[src/hw/exec_pkg.sv]
`default_nettype none

package exec_pkg;

    // Datapath widths
    localparam int XLEN           = 32;
    localparam int SHAMT_W        = 5;
    localparam int BYTES_PER_WORD = 4;
    localparam int REG_ADDR_W     = 5;

    typedef logic [XLEN-1:0]           word_t;
    typedef logic [REG_ADDR_W-1:0]     reg_addr_t;
    typedef logic [BYTES_PER_WORD-1:0] byte_en_t;

    // Operations as decoded by the previous stage
    typedef enum logic [5:0] {
        // Integer ALU
        NOP, ADD, SUB, AND, OR, XOR,
        SLL, SRL, SRA, SLT, SLTU, LUI, AUIPC,
        // Control transfer
        BEQ, BNE, BLT, BLTU, BGE, BGEU, JAL, JALR,
        // Memory
        LB, LBU, LH, LHU, LW, SB, SH, SW,
        // System
        ECALL, EBREAK
    } exec_op_e;

    // Standard mcause values for machine mode
    typedef enum logic [3:0] {
        INSTR_ADDR_MISALIGNED = 4'd0,
        ILLEGAL_INSTR         = 4'd2,
        BREAKPOINT            = 4'd3,
        LOAD_ADDR_MISALIGNED  = 4'd4,
        STORE_ADDR_MISALIGNED = 4'd6,
        ECALL_MMODE           = 4'd11,
        EXC_NONE              = 4'd15
    } exc_code_e;

endpackage

`default_nettype wire

[src/hw/exec_alu.sv]
`default_nettype none

module exec_alu (
    input  exec_pkg::exec_op_e op_i,
    input  exec_pkg::word_t    rs1_data_i,
    input  exec_pkg::word_t    second_operand_i,
    input  exec_pkg::word_t    pc_next_i,
    input  exec_pkg::word_t    jump_imm_target_i,
    output exec_pkg::word_t    sum_o,
    output exec_pkg::word_t    result_o,
    output logic               jump_o,
    output exec_pkg::word_t    jump_target_o
);
    import exec_pkg::*;

    logic [SHAMT_W-1:0] shamt;
    word_t              sum;
    logic               equal;
    logic               less_than;
    logic               less_than_unsigned;

    ////////////////////////////////////////////////////////////////////////////
    // Operators
    ////////////////////////////////////////////////////////////////////////////

    // Shared adder that also feeds the load/store address and JALR target
    assign sum = (op_i == SUB) ? rs1_data_i - second_operand_i
                               : rs1_data_i + second_operand_i;

    assign shamt              = second_operand_i[SHAMT_W-1:0];
    assign equal              = (rs1_data_i == second_operand_i);
    assign less_than          = $signed(rs1_data_i) < $signed(second_operand_i);
    assign less_than_unsigned = rs1_data_i < second_operand_i;

    assign sum_o = sum;

    // Result select
    always_comb begin
        case (op_i)
            ADD, SUB:  result_o = sum;
            AND:       result_o = rs1_data_i & second_operand_i;
            OR:        result_o = rs1_data_i | second_operand_i;
            XOR:       result_o = rs1_data_i ^ second_operand_i;
            SLL:       result_o = rs1_data_i << shamt;
            SRL:       result_o = rs1_data_i >> shamt;
            SRA:       result_o = $signed(rs1_data_i) >>> shamt;
            SLT:       result_o = {{(XLEN-1){1'b0}}, less_than};
            SLTU:      result_o = {{(XLEN-1){1'b0}}, less_than_unsigned};
            LUI:       result_o = second_operand_i;
            AUIPC:     result_o = jump_imm_target_i;
            JAL, JALR: result_o = pc_next_i;
            default:   result_o = sum;
        endcase
    end

    ////////////////////////////////////////////////////////////////////////////
    // Branch resolution
    ////////////////////////////////////////////////////////////////////////////

    always_comb begin
        case (op_i)
            BEQ:       jump_o = equal;
            BNE:       jump_o = !equal;
            BLT:       jump_o = less_than;
            BLTU:      jump_o = less_than_unsigned;
            BGE:       jump_o = !less_than;
            BGEU:      jump_o = !less_than_unsigned;
            JAL, JALR: jump_o = 1'b1;
            default:   jump_o = 1'b0;
        endcase
    end

    // JALR drops bit 0 of rs1 + imm
    assign jump_target_o = (op_i == JALR) ? {sum[XLEN-1:1], 1'b0} : jump_imm_target_i;

endmodule

`default_nettype wire

[src/hw/exec_lsu.sv]
`default_nettype none

module exec_lsu (
    input  exec_pkg::exec_op_e op_i,
    input  exec_pkg::word_t    sum_i,
    input  exec_pkg::word_t    rs2_data_i,
    output exec_pkg::word_t    mem_address_o,
    output logic               mem_read_enable_o,
    output exec_pkg::byte_en_t mem_write_enable_o,
    output exec_pkg::word_t    mem_write_data_o,
    output logic               load_misaligned_o,
    output logic               store_misaligned_o
);
    import exec_pkg::*;

    logic half_access;
    logic word_access;

    assign mem_address_o     = sum_i;
    assign mem_read_enable_o = op_i inside {LB, LBU, LH, LHU, LW};

    // Narrow stores put the data on every lane
    always_comb begin
        case (op_i)
            SB:      mem_write_data_o = {BYTES_PER_WORD{rs2_data_i[7:0]}};
            SH:      mem_write_data_o = {(BYTES_PER_WORD/2){rs2_data_i[15:0]}};
            default: mem_write_data_o = rs2_data_i;
        endcase
    end

    // Byte lanes from the low address bits
    always_comb begin
        mem_write_enable_o = '0;
        case (op_i)
            SB:      mem_write_enable_o[sum_i[1:0]] = 1'b1;
            SH:      mem_write_enable_o = sum_i[1] ? 4'b1100 : 4'b0011;
            SW:      mem_write_enable_o = '1;
            default: mem_write_enable_o = '0;
        endcase
    end

    ////////////////////////////////////////////////////////////////////////////
    // Alignment checks
    ////////////////////////////////////////////////////////////////////////////

    assign half_access = sum_i[0] && (op_i inside {LH, LHU, SH});
    assign word_access = (sum_i[1:0] != 2'b00) && (op_i inside {LW, SW});

    assign load_misaligned_o  = (half_access || word_access) && mem_read_enable_o;
    assign store_misaligned_o = (half_access || word_access) && (op_i inside {SH, SW});

endmodule

`default_nettype wire

[src/hw/exec_trap.sv]
`default_nettype none

module exec_trap (
    input  exec_pkg::exec_op_e  op_i,
    input  logic                illegal_instr_i,
    input  logic                jump_i,
    input  logic                jump_target_bit1_i,
    input  logic                load_misaligned_i,
    input  logic                store_misaligned_i,
    output logic                raise_exception_o,
    output exec_pkg::exc_code_e exception_code_o
);
    import exec_pkg::*;

    logic instr_misaligned;

    // Without compressed support bit 1 of a taken target is a fault
    assign instr_misaligned = jump_i && jump_target_bit1_i;

    assign raise_exception_o = (op_i != NOP) && (
        illegal_instr_i ||
        instr_misaligned ||
        (op_i inside {ECALL, EBREAK}) ||
        load_misaligned_i ||
        store_misaligned_i
    );

    // Highest priority first
    always_comb begin
        if (op_i == NOP)
            exception_code_o = EXC_NONE;
        else if (illegal_instr_i)
            exception_code_o = ILLEGAL_INSTR;
        else if (instr_misaligned)
            exception_code_o = INSTR_ADDR_MISALIGNED;
        else if (op_i == ECALL)
            exception_code_o = ECALL_MMODE;
        else if (op_i == EBREAK)
            exception_code_o = BREAKPOINT;
        else if (load_misaligned_i)
            exception_code_o = LOAD_ADDR_MISALIGNED;
        else if (store_misaligned_i)
            exception_code_o = STORE_ADDR_MISALIGNED;
        else
            exception_code_o = EXC_NONE;
    end

endmodule

`default_nettype wire

[src/hw/exec_retire_reg.sv]
`default_nettype none

module exec_retire_reg (
    input  logic               clk,
    input  logic               reset_n,
    input  logic               stall_i,
    input  exec_pkg::exec_op_e op_i,
    input  exec_pkg::reg_addr_t rd_i,
    input  logic               raise_exception_i,
    input  exec_pkg::word_t    result_i,
    input  exec_pkg::word_t    mem_address_i,
    input  logic               mem_read_enable_i,
    input  exec_pkg::byte_en_t mem_write_enable_i,
    input  exec_pkg::word_t    mem_write_data_i,
    output exec_pkg::word_t    result_o,
    output exec_pkg::reg_addr_t rd_o,
    output logic               write_enable_o,
    output exec_pkg::word_t    mem_address_o,
    output logic               mem_read_enable_o,
    output exec_pkg::byte_en_t mem_write_enable_o,
    output exec_pkg::word_t    mem_write_data_o
);
    import exec_pkg::*;

    logic write_enable;

    // Stores and conditional branches have no destination
    always_comb begin
        case (op_i)
            NOP, SB, SH, SW,
            BEQ, BNE, BLT, BLTU, BGE, BGEU: write_enable = 1'b0;
            default: write_enable = (rd_i != '0) && !raise_exception_i;
        endcase
    end

    // Memory enables pass through even on a trap
    always_ff @(posedge clk or negedge reset_n) begin
        if (!reset_n) begin
            result_o           <= '0;
            rd_o               <= '0;
            write_enable_o     <= 1'b0;
            mem_address_o      <= '0;
            mem_read_enable_o  <= 1'b0;
            mem_write_enable_o <= '0;
            mem_write_data_o   <= '0;
        end else if (!stall_i) begin
            result_o           <= result_i;
            rd_o               <= rd_i;
            write_enable_o     <= write_enable;
            mem_address_o      <= mem_address_i;
            mem_read_enable_o  <= mem_read_enable_i;
            mem_write_enable_o <= mem_write_enable_i;
            mem_write_data_o   <= mem_write_data_i;
        end
    end

endmodule

`default_nettype wire

[src/hw/execute_top.sv]
`default_nettype none

module execute_top (
    input  logic                clk,
    input  logic                reset_n,
    input  logic                stall_i,
    input  exec_pkg::exec_op_e  op_i,
    input  exec_pkg::word_t     rs1_data_i,
    input  exec_pkg::word_t     rs2_data_i,
    input  exec_pkg::word_t     second_operand_i,
    input  exec_pkg::reg_addr_t rd_i,
    input  exec_pkg::word_t     pc_next_i,
    input  exec_pkg::word_t     jump_imm_target_i,
    input  logic                illegal_instr_i,
    // Same-cycle outputs
    output exec_pkg::word_t     result_fwd_o,
    output exec_pkg::word_t     mem_address_exec_o,
    output logic                jump_o,
    output exec_pkg::word_t     jump_target_o,
    output logic                raise_exception_o,
    output exec_pkg::exc_code_e exception_code_o,
    // Registered outputs
    output exec_pkg::word_t     result_o,
    output exec_pkg::reg_addr_t rd_o,
    output logic                write_enable_o,
    output exec_pkg::word_t     mem_address_o,
    output logic                mem_read_enable_o,
    output exec_pkg::byte_en_t  mem_write_enable_o,
    output exec_pkg::word_t     mem_write_data_o
);
    import exec_pkg::*;

    word_t    sum;
    logic     mem_read_enable;
    byte_en_t mem_write_enable;
    word_t    mem_write_data;
    logic     load_misaligned;
    logic     store_misaligned;

    exec_alu u_alu (
        .op_i              (op_i),
        .rs1_data_i        (rs1_data_i),
        .second_operand_i  (second_operand_i),
        .pc_next_i         (pc_next_i),
        .jump_imm_target_i (jump_imm_target_i),
        .sum_o             (sum),
        .result_o          (result_fwd_o),
        .jump_o            (jump_o),
        .jump_target_o     (jump_target_o)
    );

    exec_lsu u_lsu (
        .op_i               (op_i),
        .sum_i              (sum),
        .rs2_data_i         (rs2_data_i),
        .mem_address_o      (mem_address_exec_o),
        .mem_read_enable_o  (mem_read_enable),
        .mem_write_enable_o (mem_write_enable),
        .mem_write_data_o   (mem_write_data),
        .load_misaligned_o  (load_misaligned),
        .store_misaligned_o (store_misaligned)
    );

    exec_trap u_trap (
        .op_i               (op_i),
        .illegal_instr_i    (illegal_instr_i),
        .jump_i             (jump_o),
        .jump_target_bit1_i (jump_target_o[1]),
        .load_misaligned_i  (load_misaligned),
        .store_misaligned_i (store_misaligned),
        .raise_exception_o  (raise_exception_o),
        .exception_code_o   (exception_code_o)
    );

    exec_retire_reg u_retire (
        .clk                (clk),
        .reset_n            (reset_n),
        .stall_i            (stall_i),
        .op_i               (op_i),
        .rd_i               (rd_i),
        .raise_exception_i  (raise_exception_o),
        .result_i           (result_fwd_o),
        .mem_address_i      (mem_address_exec_o),
        .mem_read_enable_i  (mem_read_enable),
        .mem_write_enable_i (mem_write_enable),
        .mem_write_data_i   (mem_write_data),
        .result_o           (result_o),
        .rd_o               (rd_o),
        .write_enable_o     (write_enable_o),
        .mem_address_o      (mem_address_o),
        .mem_read_enable_o  (mem_read_enable_o),
        .mem_write_enable_o (mem_write_enable_o),
        .mem_write_data_o   (mem_write_data_o)
    );

endmodule

`default_nettype wire

[config.mk]
export PLATFORM = sky130hd
export DESIGN_NAME = execute_top
export DESIGN_NICKNAME = d
export VERILOG_FILES = /design/src/hw/exec_pkg.sv /design/src/hw/exec_alu.sv /design/src/hw/exec_lsu.sv /design/src/hw/exec_trap.sv /design/src/hw/exec_retire_reg.sv /design/src/hw/execute_top.sv
export SDC_FILE = /design/constraint.sdc
export NUM_CORES = 1
export LEC_CHECK = 0
export BUFFER_PORTS_ARGS = -buffer_cell sky130_fd_sc_hd__buf_2
export CORE_MARGIN = 2
export CORE_UTILIZATION = 40
export CTS_BUF_LIST = sky130_fd_sc_hd__clkbuf_8
export DETAILED_ROUTE_END_ITERATION = 6
export PLACE_DENSITY = 0.73
export SYNTH_ARGS = -nofsm -noshare
export SYNTH_HDL_FRONTEND = slang
export SYNTH_SLANG_ARGS = --single-unit
[constraint.sdc]
create_clock -name clk -period 10.75 [get_ports clk]
set_input_delay 1.075 -clock clk [delete_from_list [all_inputs] [get_ports clk]]
set_output_delay 1.075 -clock clk [all_outputs]
set_load 0.1 [all_outputs]
# ---- After elaboration in Yosys (flattened, before gate mapping)
# Cells that the tools add are included.
dict set report totals {
  wordCells 94
  output_inout_bits 209
  ff_bits 107
}
dict set report op_classes {
  bitwise_logic 3
  n_eq_ne 30
  add_sub_neg 2
  n_mux 17
  n_lt_le_gt_ge 4
  reduce_logical 28
  n_shift 3
}
# cell n
set ops {}
lappend ops {{$pmux W32 S11} 1}
lappend ops {{$eq A6 B5 Y1 const B} 15}
lappend ops {{$lt A32 B32 Y1} 2}
lappend ops {{$mux W32} 2}
lappend ops {{$pmux W32 S2} 1}
lappend ops {{$eq A6 B4 Y1 const B} 8}
lappend ops {{$add A32 B32 Y32} 1}
lappend ops {{$and A32 B32 Y32} 1}
lappend ops {{$eq A32 B32 Y1} 1}
lappend ops {{$mux W4} 8}
lappend ops {{$or A32 B32 Y32} 1}
lappend ops {{$shl A32 B5 Y32} 1}
lappend ops {{$shr A32 B5 Y32} 1}
lappend ops {{$sshr A32 B5 Y32} 1}
lappend ops {{$sub A32 B32 Y32} 1}
lappend ops {{$xor A32 B32 Y32} 1}
lappend ops {{$eq A6 B3 Y1 const B} 4}
lappend ops {{$eq A6 B2 Y1 const B} 2}
lappend ops {{$pmux W4 S3} 1}
lappend ops {{$reduce_bool A5 Y1} 2}
lappend ops {{$reduce_or A10 Y1} 1}
lappend ops {{$logic_and A1 B1 Y1} 8}
lappend ops {{$reduce_bool A2 Y1} 4}
lappend ops {{$pmux W1 S7} 1}
lappend ops {{other kinds (10)} 18}

# ---- Logic depth before layout (Yosys ltp)
dict set report logic_depth {
  depth_word 13
  ltp_mapped 16
  depth_no_buf 13
}

# ---- Cells and area by module
# A second synthesis with hierarchy kept.
dict set report unflattened {
  hier_cells 1807
  area_unflattened_um2 14616.5
}
# module n_inst seq_area_each_um2 area_each_um2 cells_per_inst
set by_module_without_submodules {}
lappend by_module_without_submodules {exec_alu 1 0.0 9535.4 1433}
lappend by_module_without_submodules {exec_retire_reg 1 2677.6 4026.4 238}
lappend by_module_without_submodules {exec_lsu 1 0.0 902.1 114}
lappend by_module_without_submodules {exec_trap 1 0.0 152.6 22}

# ---- Worst setup path after synthesis
# No wires, ideal clock.
dict set report synth_timing {
  path_type {input to output}
  startpoint {input port second_operand_i[2]}
  endpoint {output port exception_code_o[2]}
  path_slack_ps 2695
  required_time_ps 9675
  arrival_time_ps 6980
  path_buffers 4
  cell_stages 15
  path_cell_list {clkbuf_1 -> clkinv_1 -> buf_1 -> clkbuf_1 -> ha_1 -> buf_2 -> nor3b_1 -> o31ai_1 -> a31oi_1 -> nor3_1 -> or4_4 -> and3_1 -> a211o_1 -> and2_4 -> o31ai_1}
}
dict set report synth_via {
  elab_chain_len 7
}
# item line_no
set synth_rtl {}
lappend synth_rtl {{from (decl)} execute_top.sv:10} ;# input exec_pkg::word_t second_operand_i,
lappend synth_rtl {{$lt A32 B32 Y1 (tied with other cells)} exec_alu.sv:33} ;# assign less_than_unsigned = rs1_data_i < second_operand_i;
lappend synth_rtl {{$logic_not A1 Y1 (on tied branches)} {exec_alu.sv:67, exec_alu.sv:63, exec_alu.sv:66}}
lappend synth_rtl {{$pmux W1 S7 *} exec_alu.sv:61} ;# case (op_i)
lappend synth_rtl {{named net jump_o} execute_top.sv:18} ;# output logic jump_o,
lappend synth_rtl {{$logic_and A1 B1 Y1 *} exec_trap.sv:18} ;# assign instr_misaligned = jump_i && jump_target_bit1_i;
lappend synth_rtl {{$mux W4 *} exec_trap.sv:34} ;# else if (instr_misaligned)
lappend synth_rtl {{$mux W4 *} exec_trap.sv:32} ;# else if (illegal_instr_i)
lappend synth_rtl {{$mux W4 *} exec_trap.sv:30} ;# if (op_i == NOP)
lappend synth_rtl {{to (decl)} execute_top.sv:21} ;# output exec_pkg::exc_code_e exception_code_o,
# Mark *: on every way through the listed nets, which the timed path passes. The rest lies on a longest branch.

# ---- Worst setup path after layout
dict set report layout_timing {
  startpoint {input port second_operand_i[4]}
  endpoint {output port jump_target_o[29]}
}
dict set report layout_via {
  elab_chain_len 3
}
# item line_no
set layout_rtl {}
lappend layout_rtl {{$add A32 B32 Y32 / $sub A32 B32 Y32 (equally long branches)} {exec_alu.sv:28, exec_alu.sv:27}}
lappend layout_rtl {{$mux W32 *} exec_alu.sv:27} ;# assign sum = (op_i == SUB) ? rs1_data_i - second_operand_i
lappend layout_rtl {{$mux W32 *} exec_alu.sv:74} ;# assign jump_target_o = (op_i == JALR) ? {sum[XLEN-1:1], 1'b0} : jump_imm_target_i;
lappend layout_rtl {{to (decl)} execute_top.sv:19} ;# output exec_pkg::word_t jump_target_o,
# Mark *: on every way between the ends. The rest lies on a longest branch, timed or not.

==> qor.yml <==
global_route:
  grt_pass1_vias: 15608
  grt_max_degree: 93
  gr-usage-all-layers: 0.356
  antenna_found_initial: 0
  grt_pass1_wl_mm: 98.9
  globalRouteOverflowTotal: 0
sta:
  tightestPinTransition_ps: 1360
  hold_viol_final: 0
  slew-limit-headroom: 0.0890
  rsz0062_at_grt: "no"
  finalClockSkew_ps: 0
  setup_violations: 0
  holdWs_ps: 484
  slew_viol_final: 0
  period_needed_ps: 7020
  layout_worst_path_cycle_share: 0.653
  tns_ps: 0
  fmax_mhz: 143
worst_setup_path:
  critPathBufInv: 4
  worstRegToRegCells: 2
  worstPathArrival_ps: 5940
  r2r_slack_ps: 9880
  endpoint_kind: "primary output"
  path_cells: "buf_2, buf_4, inv_1, ha_1, nand2_1, nor3b_1, o21ai_1, and3_1, o31ai_1, a21oi_1, a2bb2oi_1, xnor2_1, mux2_2, buf_2"
  critical_path_class: "in2out"
  worst_setup_path_start_kind: "primary input"
  critPathSlowestCell: "o31ai_1"
  cp_top_family: "compound AO/OA/AOI/OAI gates"
  crit_path_max_incr_delay_ps: 800
  path_max_fanout: 60
  r2r-start: "u_retire.result_o[30]"
  crit_top_cell: "buf_2"
  crit_required_ps: 9680
  timing.rr.end: "u_retire.result_o[30]"
clock_network:
  cts_tree: "yes"
  postCtsSetupBuffers: 0
  ctsLongestPathBuffers: 2
  cts_made_buffers: 9
  cts_root_buf: "clkbuf_8"
  holdBufCountCts: 0
  clkSinkCount: 107
  cts_max_level: 3
  clkSlewWorstSetupHoldPaths_ps: 130
  clkLatencyLatePin_ps: 410
  cts_resized: 0
pwr:
  netSwitchingFraction: 0.658
  power_switching_uw: 1750
  p_leak_uw: 0.00758
  powerDensity_nw_per_um2: 161
  power_frac_comb: 0.705
  p_int_uw: 912
  ir_drop_mv: 0.150
  pwr-share-seq: 0.192
  power_uw: 2670
  clockPowerShare: 0.103
detailed_routing:
  first_pass_iters: 7
  viasPerCell: 6.49
  routed_wl_mm: 68.4
  antenna_left: 0
  drc: 2
  vias: 16674
  drt_iter0_markers: 2116
  wl_per_cell_um: 26.6
floorplan:
  die_w_um: 193
  ioPinCount: 384
  initial_core_util: 0.403
  die_h_um: 193
  fp-row-count: 69
  dieArea_um2: 37100
  core_area_um2: 35300
synthesis:
  synthSimpleGateAreaFrac: 0.177
  synth_area_leaders: "dfrtp_1 19%, ha_1 8.5%, mux2_2 7.7%, mux2i_1 5.2%, o21ai_0 5.0%"
  async_flop_share: 1.00
  synth-compound-area-share: 0.278
  syn-instance-count: 1832
  synth_warnings: 0
  synthTopCellsByCount: "184 x nand2_1, 167 x nor2_1, 143 x o21ai_0"
  synth_edf_count: 0
  ys_ff_latch: 107
  ys_types: 85
  synth_area_leader_cell: "dfrtp_1"
  synth_top_area_frac: 0.188
  synthFlopType: "dfrtp_1"
  avgSynthCellArea_um2: 7.76
  synth_top_family_by_area: "compound AO/OA/AOI/OAI gates"
  synth-seq-area-share: 0.188
  synth_nets: 2106
  synth_xor_area_frac: 0.0203
  syn_area_um2: 14200
  synthMuxAreaShare: 0.176
  synth_fa_ha_area_frac: 0.0882
  synth_most_common_cell: "nand2_1"
placement:
  place_area_um2: 16400
  gp_congestion: 1.05
  numPortBuffers: 383
  hpwl_mm: 52.8
hold_path:
  min_path_cells: 2
  hold_class: "reg2reg"
  hold_end: "u_retire.mem_address_o[15]"
  min_from: "u_retire.mem_address_o[15]"
outcome:
  status: "finished, violations left"
  violations: "design-rule violations"
job:
  max_cap_violations: 0
cells_and_area:
  area_growth_pct: 16.6
  n_antenna_cell: 0
  fin_area_um2: 16600
  drive_gt1_frac: 0.278
  fillCellCount: 3602
  layout.nets: 2379
[power groups by stage]
stage / clock network [uW] / registers [uW] / logic (uW)
6_report: 275 / 511 / 1880
3_5_place_dp: 0 / 519 / 1860
2_1_floorplan: 0 / 1050 / 919
4_1_cts: 282 / 512 / 1860
3_3_place_gp: 0 / 517 / 1850
5_1_grt: 295 / 521 / 1940
[cell type report]
class | count | area [um2] | area share
timing repair buffer | 409 | 2120 | 0.128
clock inverter | 7 | 86.3 | 0.00521
multi-input combinational | 1466 | 10600 | 0.638
inverter | 112 | 420 | 0.0254
sequential | 107 | 2680 | 0.162
clock buffer | 9 | 124 | 0.00747
tap | 461 | 577 | 0.0348
[worst max-delay path by stage]
| stage | from | endpoint | depth (start not counted) |
|---|---|---|---|
| floorplan | second_operand_i[2] | exception_code_o[2] | 15 |
| finish | second_operand_i[4] | jump_target_o[29] | 14 |
| detailed placement | second_operand_i[4] | jump_target_o[29] | 14 |
| global route | second_operand_i[4] | jump_target_o[29] | 14 |
| CTS | second_operand_i[4] | jump_target_o[29] | 14 |
| global placement | second_operand_i[4] | jump_target_o[29] | 14 |
[worst min-delay path, cell delays in order, from the launching register on]
cell     delay (ps)
dfrtp_1         360
nand2_1          50
nand2_1          50
[cell families (layout without fill, tap and decap cells)]
logic type,Yosys count,count (layout)
compound gates,589,589
simple gates,544,544
buf+inv,259,537
mux,201,201
flops,107,107
fa+ha+maj,99,99
xor+xnor,33,33
[through the flow]
step                      setup slack (ps)  std cells  utilization
after CTS                             3950       2571        0.469
after detailed placement              3930       2555        0.464
after global routing                  3470       2571        0.469
final                                 3730       2571        0.469
after floorplan                       2690       1832            -
after global placement                4060       2555        0.464
[cells in the final DEF, fill, tap and decap left out, drive strengths merged, types with 9 or more instances in the layout]
cell type / Yosys / routed
nand2: 184 / 184
o31ai: 22 / 22
or3: 14 / 14
inv: 109 / 112
o21ai: 150 / 150
a21o: 17 / 17
a211oi: 32 / 32
o2111ai: 10 / 10
nand2b: 13 / 13
a21oi: 117 / 117
a22oi: 37 / 37
o21a: 9 / 9
dfrtp: 107 / 107
nor4: 19 / 19
a222oi: 29 / 29
and2: 10 / 10
o211ai: 30 / 30
xnor2: 26 / 26
nand4: 13 / 13
nor2: 167 / 167
a31oi: 24 / 24
nand3: 35 / 35
a221oi: 25 / 25
nor2b: 19 / 19
ha: 97 / 97
o22ai: 10 / 10
and3: 9 / 9
buf: 45 / 409
mux2: 97 / 97
nor3: 40 / 40
clkbuf: 102 / 9
mux2i: 74 / 74
mux4: 30 / 30
[layer usage]
layer / vias to the layer above / GRT usage / share of wire
met5: - / 0 / 0
met4: 0 / 0.227 / 0.073
met3: 204 / 0.0573 / 0.097
met2: 1125 / 0.547 / 0.43
met1: 7999 / 0.463 / 0.40
li1: 7346 / - / -
[registers in the layout, indices dropped and copies added (netlist names)]
name,flops
u_retire.mem_read_enable_o,1
u_retire.mem_write_data_o,32
u_retire.result_o,32
u_retire.write_enable_o,1
u_retire.rd_o,5
u_retire.mem_write_enable_o,4
u_retire.mem_address_o,32
Note: power is estimated with default switching activity, not from simulation.
